### src/hw/sfm_defs.svh
`ifndef SFM_DEFS_SVH
`define SFM_DEFS_SVH

// addend, unsigned Q0.16
`define SFM_ADD_W 16

// factor, unsigned Q1.15
`define SFM_FACT_W 16

// accumulator, operands and result, signed Q16.16
`define SFM_ACC_W 32
`define SFM_FRAC_W 16

// multiply-add depth, one partial sum per stage
`define SFM_MAC_STAGES 3

// reciprocal
`define SFM_INV_ITERS 2
`define SFM_SEED_BITS 3

`endif

### src/hw/sfm_pkg.sv
`include "sfm_defs.svh"
`default_nettype none

package sfm_pkg;

    typedef logic [`SFM_ADD_W-1:0] add_t;
    typedef logic [`SFM_FACT_W-1:0] fact_t;
    typedef logic signed [`SFM_ACC_W-1:0] acc_t;
    typedef logic [$clog2(`SFM_MAC_STAGES)-1:0] slot_t;

    // run sequencing of the accumulator
    typedef enum logic [2:0] {
        IDLE,
        COMPUTING,
        DRAINING,
        REDUCTION,
        INVERTING,
        FINISHED
    } sum_state_e;

    // newton-raphson sequencing
    typedef enum logic [2:0] {
        INV_IDLE,
        INV_SEED,
        INV_ERR_OP,
        INV_MUL_OP,
        INV_DONE
    } inv_state_e;

endpackage

`default_nettype wire

### src/hw/sfm_mac_pipe.sv
`include "sfm_defs.svh"
`default_nettype none

module sfm_mac_pipe
    import sfm_pkg::*;
(
    input  wire logic  clk_i,
    input  wire logic  rst_ni,
    input  wire logic  clear_i,
    input  wire logic  sum_req_valid_i,
    input  wire acc_t  sum_a_i,
    input  wire acc_t  sum_b_i,
    input  wire acc_t  sum_c_i,
    input  wire slot_t sum_slot_i,
    input  wire logic  inv_req_valid_i,
    input  wire acc_t  inv_a_i,
    input  wire acc_t  inv_b_i,
    input  wire acc_t  inv_c_i,
    output logic       mac_valid_o,
    output acc_t       mac_res_o,
    output slot_t      mac_slot_o
);

    localparam int unsigned STAGES = `SFM_MAC_STAGES;

    logic                           req_valid;
    acc_t                           op_a;
    acc_t                           op_b;
    acc_t                           op_c;
    slot_t                          op_slot;
    logic signed [2*`SFM_ACC_W-1:0] prod_full;

    acc_t                           prod_q;
    acc_t                           c_q;
    acc_t                           res_q [1:STAGES-1];
    logic [STAGES-1:0]              vld_q;
    slot_t                          slot_q [STAGES];

    // sum side wins, the two never overlap in practice
    always_comb begin
        req_valid = sum_req_valid_i | inv_req_valid_i;
        if (sum_req_valid_i) begin
            op_a    = sum_a_i;
            op_b    = sum_b_i;
            op_c    = sum_c_i;
            op_slot = sum_slot_i;
        end else begin
            op_a    = inv_a_i;
            op_b    = inv_b_i;
            op_c    = inv_c_i;
            op_slot = '0;
        end
    end

    assign prod_full = op_a * op_b;

    // stage 0 multiplies, stage 1 adds, the rest only delay
    always_ff @(posedge clk_i) begin
        prod_q   <= prod_full[`SFM_FRAC_W +: `SFM_ACC_W];
        c_q      <= op_c;
        res_q[1] <= prod_q + c_q;
        for (int i = 2; i < STAGES; i++) begin
            res_q[i] <= res_q[i-1];
        end
        slot_q[0] <= op_slot;
        for (int i = 1; i < STAGES; i++) begin
            slot_q[i] <= slot_q[i-1];
        end
    end

    always_ff @(posedge clk_i or negedge rst_ni) begin
        if (!rst_ni) begin
            vld_q <= '0;
        end else if (clear_i) begin
            vld_q <= '0;
        end else begin
            vld_q <= {vld_q[STAGES-2:0], req_valid};
        end
    end

    assign mac_valid_o = vld_q[STAGES-1];
    assign mac_res_o   = res_q[STAGES-1];
    assign mac_slot_o  = slot_q[STAGES-1];

endmodule

`default_nettype wire

### src/hw/sfm_sum_ctrl.sv
`include "sfm_defs.svh"
`default_nettype none

module sfm_sum_ctrl
    import sfm_pkg::*;
(
    input  wire logic  clk_i,
    input  wire logic  rst_ni,
    input  wire logic  clear_i,
    input  wire logic  add_valid_i,
    input  wire add_t  add_i,
    input  wire logic  mul_valid_i,
    input  wire fact_t mul_i,
    input  wire logic  finish_i,
    input  wire logic  inv_done_i,
    input  wire logic  mac_valid_i,
    input  wire acc_t  mac_res_i,
    input  wire slot_t mac_slot_i,
    output logic       req_valid_o,
    output acc_t       a_o,
    output acc_t       b_o,
    output acc_t       c_o,
    output slot_t      slot_o,
    output logic       inv_start_o,
    output acc_t       den_o,
    output logic       ready_o,
    output logic       valid_o,
    output logic       reducing_o
);

    localparam int unsigned STAGES = `SFM_MAC_STAGES;
    localparam int unsigned CNT_W  = $clog2(`SFM_MAC_STAGES + 1);
    localparam slot_t       LAST   = slot_t'(STAGES - 1);
    localparam acc_t        ONE    = acc_t'(1 << `SFM_FRAC_W);

    sum_state_e        state_q;
    sum_state_e        state_d;
    slot_t             slot_q;
    acc_t              part_q [STAGES];
    fact_t             fact_q;
    logic [CNT_W-1:0]  resc_cnt_q;
    logic [CNT_W-1:0]  drain_cnt_q;
    slot_t             red_idx_q;
    logic              red_first_q;

    logic              add_acc;
    logic              mul_acc;
    logic              finish_acc;
    logic              resc_issue;
    logic              red_issue;
    logic              red_last;
    logic              wb_en;
    slot_t             red_sel;
    acc_t              cur_part;
    acc_t              add_ext;
    acc_t              fact_ext;

    assign ready_o    = (state_q inside {IDLE, COMPUTING, FINISHED}) && (resc_cnt_q == '0);
    assign mul_acc    = mul_valid_i && ready_o;
    assign add_acc    = add_valid_i && ready_o && !mul_valid_i;
    assign finish_acc = finish_i && (state_q inside {IDLE, COMPUTING});
    assign resc_issue = resc_cnt_q != '0;
    assign red_last   = mac_valid_i && (red_idx_q == LAST);
    assign red_issue  = (state_q == REDUCTION) &&
                        (red_first_q || (mac_valid_i && red_idx_q != LAST));
    assign red_sel    = red_first_q ? '0 : red_idx_q + 1'b1;

    // results of our own reduction and of the inverter are not slot updates
    assign wb_en = !(state_q inside {REDUCTION, INVERTING});

    // bypass a result landing in the slot being issued
    assign cur_part = (mac_valid_i && wb_en && mac_slot_i == slot_q) ? mac_res_i
                                                                     : part_q[slot_q];

    assign add_ext  = acc_t'(add_i);
    assign fact_ext = acc_t'(fact_q) << (`SFM_FRAC_W - `SFM_FACT_W + 1);

    always_comb begin
        req_valid_o = 1'b0;
        a_o         = cur_part;
        b_o         = ONE;
        c_o         = '0;
        slot_o      = slot_q;
        if (red_issue) begin
            req_valid_o = 1'b1;
            a_o         = part_q[red_sel];
            c_o         = red_first_q ? '0 : mac_res_i;
            slot_o      = red_sel;
        end else if (resc_issue) begin
            // partial times factor
            req_valid_o = 1'b1;
            b_o         = fact_ext;
        end else if (add_acc) begin
            req_valid_o = 1'b1;
            a_o         = add_ext;
            c_o         = cur_part;
        end
    end

    always_comb begin
        state_d = state_q;
        case (state_q)
            IDLE: begin
                if (finish_acc) begin
                    state_d = DRAINING;
                end else if (add_acc) begin
                    state_d = COMPUTING;
                end
            end
            COMPUTING: begin
                if (finish_acc) begin
                    state_d = DRAINING;
                end
            end
            DRAINING: begin
                if (drain_cnt_q == CNT_W'(1) && !resc_issue) begin
                    state_d = REDUCTION;
                end
            end
            REDUCTION: begin
                if (red_last) begin
                    state_d = INVERTING;
                end
            end
            INVERTING: begin
                if (inv_done_i) begin
                    state_d = FINISHED;
                end
            end
            FINISHED: begin
                if (add_acc) begin
                    state_d = COMPUTING;
                end
            end
            default: state_d = IDLE;
        endcase
    end

    always_ff @(posedge clk_i or negedge rst_ni) begin
        if (!rst_ni) begin
            state_q     <= IDLE;
            slot_q      <= '0;
            resc_cnt_q  <= '0;
            drain_cnt_q <= '0;
            red_idx_q   <= '0;
            red_first_q <= 1'b0;
        end else if (clear_i) begin
            state_q     <= IDLE;
            slot_q      <= '0;
            resc_cnt_q  <= '0;
            drain_cnt_q <= '0;
            red_idx_q   <= '0;
            red_first_q <= 1'b0;
        end else begin
            state_q     <= state_d;
            red_first_q <= (state_q == DRAINING) && (state_d == REDUCTION);
            // rescale issues stay in the round-robin, three of them wrap back
            if (add_acc || resc_issue) begin
                slot_q <= (slot_q == LAST) ? '0 : slot_q + 1'b1;
            end else if (state_q == REDUCTION) begin
                slot_q <= '0;
            end
            if (mul_acc) begin
                resc_cnt_q <= CNT_W'(STAGES);
            end else if (resc_issue) begin
                resc_cnt_q <= resc_cnt_q - 1'b1;
            end
            if (finish_acc) begin
                drain_cnt_q <= CNT_W'(STAGES);
            end else if (state_q == DRAINING) begin
                drain_cnt_q <= resc_issue ? CNT_W'(STAGES) : drain_cnt_q - 1'b1;
            end
            if (red_issue) begin
                red_idx_q <= red_sel;
            end
        end
    end

    // partial-sum bank, emptied once the reduction has read it
    always_ff @(posedge clk_i or negedge rst_ni) begin
        if (!rst_ni) begin
            for (int i = 0; i < STAGES; i++) begin
                part_q[i] <= '0;
            end
        end else if (clear_i || inv_start_o) begin
            for (int i = 0; i < STAGES; i++) begin
                part_q[i] <= '0;
            end
        end else if (mac_valid_i && wb_en) begin
            part_q[mac_slot_i] <= mac_res_i;
        end
    end

    always_ff @(posedge clk_i) begin
        if (mul_acc) begin
            fact_q <= mul_i;
        end
    end

    assign inv_start_o = (state_q == REDUCTION) && red_last;
    assign den_o       = mac_res_i;
    assign valid_o     = state_q == FINISHED;
    assign reducing_o  = state_q == REDUCTION;

endmodule

`default_nettype wire

### src/hw/sfm_inv_newton.sv
`include "sfm_defs.svh"
`default_nettype none

module sfm_inv_newton
    import sfm_pkg::*;
(
    input  wire logic clk_i,
    input  wire logic rst_ni,
    input  wire logic clear_i,
    input  wire logic start_i,
    input  wire acc_t den_i,
    input  wire logic mac_valid_i,
    input  wire acc_t mac_res_i,
    output logic      req_valid_o,
    output acc_t      a_o,
    output acc_t      b_o,
    output acc_t      c_o,
    output logic      done_o,
    output acc_t      inv_o
);

    localparam int unsigned SH_W   = $clog2(`SFM_ACC_W);
    localparam int unsigned ITER_W = $clog2(`SFM_INV_ITERS + 1);
    localparam acc_t        TWO    = acc_t'(2 << `SFM_FRAC_W);

    inv_state_e        state_q;
    inv_state_e        state_d;
    logic [SH_W-1:0]   msb;
    logic [SH_W-1:0]   sh_d;
    logic [SH_W-1:0]   sh_q;
    logic [ITER_W-1:0] iter_q;
    logic              last_iter;
    acc_t              d_q;
    acc_t              x_q;
    acc_t              seed;
    acc_t              inv_q;

    // leading one, then the shift that puts d in [0.5, 1)
    always_comb begin
        msb = '0;
        for (int i = 0; i < `SFM_ACC_W; i++) begin
            if (den_i[i]) begin
                msb = SH_W'(i);
            end
        end
        sh_d = (msb > SH_W'(`SFM_FRAC_W - 1)) ? msb - SH_W'(`SFM_FRAC_W - 1) : '0;
    end

    // 1/midpoint of each 1/16 wide bin
    always_comb begin
        case (d_q[`SFM_FRAC_W-2 -: `SFM_SEED_BITS])
            3'd0:    seed = 32'h0001_E1E2;
            3'd1:    seed = 32'h0001_AF28;
            3'd2:    seed = 32'h0001_8618;
            3'd3:    seed = 32'h0001_642D;
            3'd4:    seed = 32'h0001_47AE;
            3'd5:    seed = 32'h0001_2F68;
            3'd6:    seed = 32'h0001_1A7C;
            default: seed = 32'h0001_0842;
        endcase
    end

    assign last_iter = iter_q == ITER_W'(`SFM_INV_ITERS - 1);

    always_comb begin
        state_d     = state_q;
        req_valid_o = 1'b0;
        a_o         = -d_q;
        b_o         = seed;
        c_o         = TWO;
        case (state_q)
            INV_IDLE: begin
                if (start_i) begin
                    state_d = INV_SEED;
                end
            end
            INV_SEED: begin
                // e = 2 - d*x0
                req_valid_o = 1'b1;
                state_d     = INV_ERR_OP;
            end
            INV_ERR_OP: begin
                if (mac_valid_i) begin
                    req_valid_o = 1'b1;
                    a_o         = x_q;
                    b_o         = mac_res_i;
                    c_o         = '0;
                    state_d     = INV_MUL_OP;
                end
            end
            INV_MUL_OP: begin
                if (mac_valid_i) begin
                    if (last_iter) begin
                        state_d = INV_DONE;
                    end else begin
                        req_valid_o = 1'b1;
                        b_o         = mac_res_i;
                        state_d     = INV_ERR_OP;
                    end
                end
            end
            INV_DONE: state_d = INV_IDLE;
            default:  state_d = INV_IDLE;
        endcase
    end

    always_ff @(posedge clk_i or negedge rst_ni) begin
        if (!rst_ni) begin
            state_q <= INV_IDLE;
            iter_q  <= '0;
            inv_q   <= '0;
        end else if (clear_i) begin
            state_q <= INV_IDLE;
            iter_q  <= '0;
            inv_q   <= '0;
        end else begin
            state_q <= state_d;
            if (state_q == INV_SEED) begin
                iter_q <= '0;
            end else if (state_q == INV_MUL_OP && mac_valid_i && !last_iter) begin
                iter_q <= iter_q + 1'b1;
            end
            // undo the normalization
            if (state_q == INV_DONE) begin
                inv_q <= x_q >>> sh_q;
            end
        end
    end

    always_ff @(posedge clk_i) begin
        if (state_q == INV_IDLE && start_i) begin
            d_q  <= den_i >> sh_d;
            sh_q <= sh_d;
        end
        if (state_q == INV_SEED) begin
            x_q <= seed;
        end else if (state_q == INV_MUL_OP && mac_valid_i) begin
            x_q <= mac_res_i;
        end
    end

    assign done_o = state_q == INV_DONE;
    assign inv_o  = inv_q;

endmodule

`default_nettype wire

### src/hw/sfm_accumulator.sv
`include "sfm_defs.svh"
`default_nettype none

module sfm_accumulator
    import sfm_pkg::*;
(
    input  wire logic  clk_i,
    input  wire logic  rst_ni,
    input  wire logic  clear_i,
    input  wire logic  add_valid_i,
    input  wire add_t  add_i,
    input  wire logic  mul_valid_i,
    input  wire fact_t mul_i,
    input  wire logic  finish_i,
    output logic       ready_o,
    output logic       valid_o,
    output logic       reducing_o,
    output acc_t       acc_o
);

    logic  sum_req_valid;
    acc_t  sum_a;
    acc_t  sum_b;
    acc_t  sum_c;
    slot_t sum_slot;
    logic  inv_req_valid;
    acc_t  inv_a;
    acc_t  inv_b;
    acc_t  inv_c;
    logic  mac_valid;
    acc_t  mac_res;
    slot_t mac_slot;
    logic  inv_start;
    logic  inv_done;
    acc_t  den;

    sfm_sum_ctrl u_sum_ctrl (
        .clk_i       (clk_i),
        .rst_ni      (rst_ni),
        .clear_i     (clear_i),
        .add_valid_i (add_valid_i),
        .add_i       (add_i),
        .mul_valid_i (mul_valid_i),
        .mul_i       (mul_i),
        .finish_i    (finish_i),
        .inv_done_i  (inv_done),
        .mac_valid_i (mac_valid),
        .mac_res_i   (mac_res),
        .mac_slot_i  (mac_slot),
        .req_valid_o (sum_req_valid),
        .a_o         (sum_a),
        .b_o         (sum_b),
        .c_o         (sum_c),
        .slot_o      (sum_slot),
        .inv_start_o (inv_start),
        .den_o       (den),
        .ready_o     (ready_o),
        .valid_o     (valid_o),
        .reducing_o  (reducing_o)
    );

    sfm_inv_newton u_inv_newton (
        .clk_i       (clk_i),
        .rst_ni      (rst_ni),
        .clear_i     (clear_i),
        .start_i     (inv_start),
        .den_i       (den),
        .mac_valid_i (mac_valid),
        .mac_res_i   (mac_res),
        .req_valid_o (inv_req_valid),
        .a_o         (inv_a),
        .b_o         (inv_b),
        .c_o         (inv_c),
        .done_o      (inv_done),
        .inv_o       (acc_o)
    );

    sfm_mac_pipe u_mac_pipe (
        .clk_i           (clk_i),
        .rst_ni          (rst_ni),
        .clear_i         (clear_i),
        .sum_req_valid_i (sum_req_valid),
        .sum_a_i         (sum_a),
        .sum_b_i         (sum_b),
        .sum_c_i         (sum_c),
        .sum_slot_i      (sum_slot),
        .inv_req_valid_i (inv_req_valid),
        .inv_a_i         (inv_a),
        .inv_b_i         (inv_b),
        .inv_c_i         (inv_c),
        .mac_valid_o     (mac_valid),
        .mac_res_o       (mac_res),
        .mac_slot_o      (mac_slot)
    );

endmodule

`default_nettype wire

### config.mk
export PLATFORM = sky130hd
export DESIGN_NAME = sfm_accumulator
export DESIGN_NICKNAME = d
export VERILOG_FILES = /design/src/hw/sfm_pkg.sv /design/src/hw/sfm_mac_pipe.sv /design/src/hw/sfm_sum_ctrl.sv /design/src/hw/sfm_inv_newton.sv /design/src/hw/sfm_accumulator.sv
export VERILOG_INCLUDE_DIRS = /design/src /design/src/hw
export SDC_FILE = /design/constraint.sdc
export NUM_CORES = 2
export LEC_CHECK = 0
export BUFFER_PORTS_ARGS = -buffer_cell sky130_fd_sc_hd__buf_4
export CORE_UTILIZATION = 40
export DETAILED_ROUTE_END_ITERATION = 10
export PLACE_DENSITY = 0.57
export REMOVE_ABC_BUFFERS = 1
export SYNTH_ARGS = -nofsm -noshare
export SYNTH_HDL_FRONTEND = slang
export SYNTH_SLANG_ARGS = --single-unit
### constraint.sdc
create_clock -name clk_i -period 16.09 [get_ports clk_i]
set_input_delay 3.218 -clock clk_i [delete_from_list [all_inputs] [get_ports clk_i]]
set_output_delay 3.218 -clock clk_i [all_outputs]
set_load 0.05 [all_outputs]
==> results.md <==
* Outcome: finished clean
* Final worst-path cycle share at 0.762
* Post-CTS Setup Bufs at 0
* CTS tree: done
* Setup Skew at 0.0274 ns
* Layout area overhead at 8.68%
* Commonest non-fill, non-tap cells in the layout: fa_1 (839), inv_1 (828), nor2_1 (740), nand2_1 (506), buf_4 (219)
* WS Path Type: in2reg
* I/O pin cnt at 73
* Final ANT Viol Nets at 0
* Hold Path Class: reg2reg
* Setup TNS at 0 ns
* Synth async-reset ratio at 0.403
* Minimum clock period at 12.27 ns
* Port Buffer Count at 72
* Max FO, Critical Path at 47
* H-tree levels at 2
* Overall global routing resource usage at 0.280
* Worst EP required at 16.62 ns
* HPWL Detailed at 130000 um
* Cells after Synth at 5319
* Cell taking the most area after synthesis: fa_1
* CP max stage delay at 0.60 ns
* Register area at 0.00894 mm2
* Routed WL at 168000 um
* Total CTS buffers at 41
* Worst setup SP type: input port
* Die height at 349 um
* Yosys top cell area share at 0.348
* Max-slew violations at 0
* Most common cell after layout, fill and taps aside: fa_1
* Clock tree sinks at 367
* Number of global-route vias before repair at 39649
* Rows at 127
* Drt wl/cell at 24.2 um
* Mapped Area at 0.0483 mm2
* Crit-path leading delay family: adder cells
* # fillers at 11840
* CTS clk-pin slew, worst paths at 0.07 ns
* Worst-Margin Slew at 1.22 ns
* Area of the multi-input gates at 0.0352 mm2
* CTS max path bufs at 3
* Starting Density at 0.403
* GPL Wtd Cong at 0.991
* Buf/Inv on CP at 8
* Netlist cell types at 93
* Slowest cell on crit path: buf_4
* Vias at 38362
* Maximum clock rate at 81.5 MHz
* Arr. time, crit path at 12.80 ns
* Yosys warnings at 0
* Grt total ovfl at 0
* Via-to-Cell Ratio at 5.55
* Layout cells sized above 1 at 0.0934
* # DRC at 0
* Synth top area cells: fa_1 (35%), dfrtp_1 (7.7%), inv_1 (6.4%)
* Cell mode on critical path: fa_1
* Final hold vios at 0
* Hold buffers post-CTS at 0
* Antenna violations before repair at 9
* Skew-Pair Late Insertion Delay at 0.61 ns
* Worst slew margin at 0.190
* Root buffer cell: clkbuf_16
* CP endpoint kind: flip-flop
* Die area at 0.122 mm2
* Unrepaired setup endpoints after global routing: no
* Initial drt markers at 3309
* Max-cap violations at 0
* Largest net degree at the start of global routing at 77
* Die X at 349 um
* Main synth FF type: dfrtp_1
* Post-synth EDFFs at 85
* Final #Nets at 6347
* Sequential share of the synthesized area at 0.185
* Synth Area per Inst at 9.07 um2
* CTS resizes at 0
* Router iterations before antenna repair at 6
* First-pass GRT wire length at 255000 um
* Finish-stage setup viols at 0
* Core footprint at 0.120 mm2
* Number of synthesized register bits at 367
-- cells in the mapped netlist, drive strengths merged, types with 85 or more instances --
cell / count
or2: 108
edfxtp: 85
ha: 201
fa: 839
xnor2: 86
dfxtp: 134
a22o: 96
dfrtp: 148
mux2i: 172
nand2: 509
nor2: 745
clkbuf: 269
o21ai: 180
a21oi: 226
inv: 830
-- path summary, 6_finish.rpt --
| check | from | end | slack [ns] | cells after the start |
|---|---|---|---|---|
| worst max-delay path | mul_valid_i | u_mac_pipe.prod_q[30] | 3.82 | 34 |
| worst min-delay path | u_mac_pipe.res_q[1][27] | u_mac_pipe.res_q[2][27] | 0.32 | 0 |
| worst max register to register | u_sum_ctrl.red_idx_q[0] | u_mac_pipe.prod_q[25] | 4.81 | 37 |
| worst min register to register | u_mac_pipe.res_q[1][27] | u_mac_pipe.res_q[2][27] | 0.32 | 0 |
| max in group asynchronous | rst_ni | u_sum_ctrl.slot_q[0] | 11.89 | 2 |
| min in group asynchronous | rst_ni | u_mac_pipe.vld_q[1] | 2.67 | 1 |
-- logic make-up after synthesis --
kind of cell	after synthesis	share of synthesized area
and+or+nand+nor	1662	0.150
buffers and inverters	1144	0.0896
adders and majority gates	1040	0.400
AOI/OAI and AO/OA	766	0.103
DFF	367	0.185
muxes	209	0.0474
xor gates and xnor gates	131	0.0245
-- through the flow --
step	cell area, um2	setup WS (ns)	hold slack (ns)	util	std cells
6_report	52400	3.82	0.324	0.438	6916
5_1_grt	52400	3.45	0.330	0.438	6913
4_1_cts	52400	3.97	0.326	0.438	6913
3_5_place_dp	50900	3.34	0.312	0.425	6838
3_3_place_gp	50900	3.38	0.310	0.425	6838
2_1_floorplan	47000	3.10	0.310	-	5006
-- metal layers --
| layer | track usage | vias up | wire (um) |
|---|---|---|---|
| li1 | - | 16703 | - |
| met1 | 0.371 | 19790 | 69300 |
| met2 | 0.457 | 1540 | 78800 |
| met3 | 0.0360 | 327 | 11100 |
| met4 | 0.124 | 2 | 8350 |
| met5 | 0 | - | 14 |
-- area by class of cell --
| type | count | area share |
|---|---|---|
| Inverter | 831 | 0.0595 |
| Antenna cell | 3 | 0.000143 |
| Sequential cell | 367 | 0.170 |
| Clock inverter | 20 | 0.00565 |
| Clock buffer | 55 | 0.0227 |
| Tap cell | 1612 | 0.0385 |
| Timing Repair Buffer | 220 | 0.0316 |
| Multi-Input combinational cell | 3808 | 0.672 |
-- state kept, by name (all words and copies together) (netlist names) --
register                count
u_inv_newton.sh_q           5
u_sum_ctrl.drain_cnt_q      2
u_inv_newton.inv_o         32
u_inv_newton.d_q           32
u_sum_ctrl.state_q          3
u_sum_ctrl.resc_cnt_q       2
u_mac_pipe.slot_q           6
u_sum_ctrl.red_idx_q        2
u_mac_pipe.res_q           64
u_mac_pipe.vld_q            3
u_mac_pipe.prod_q          32
u_sum_ctrl.slot_q           2
u_inv_newton.iter_q         2
u_sum_ctrl.red_first_q      1
u_mac_pipe.c_q             32
u_inv_newton.x_q           32
u_inv_newton.state_q        3
u_sum_ctrl.fact_q          16
u_sum_ctrl.part_q          96
Power is left out: the tool's default activity adds up to more than one toggle a clock period on the data nets, which glitch-free logic cannot reach.
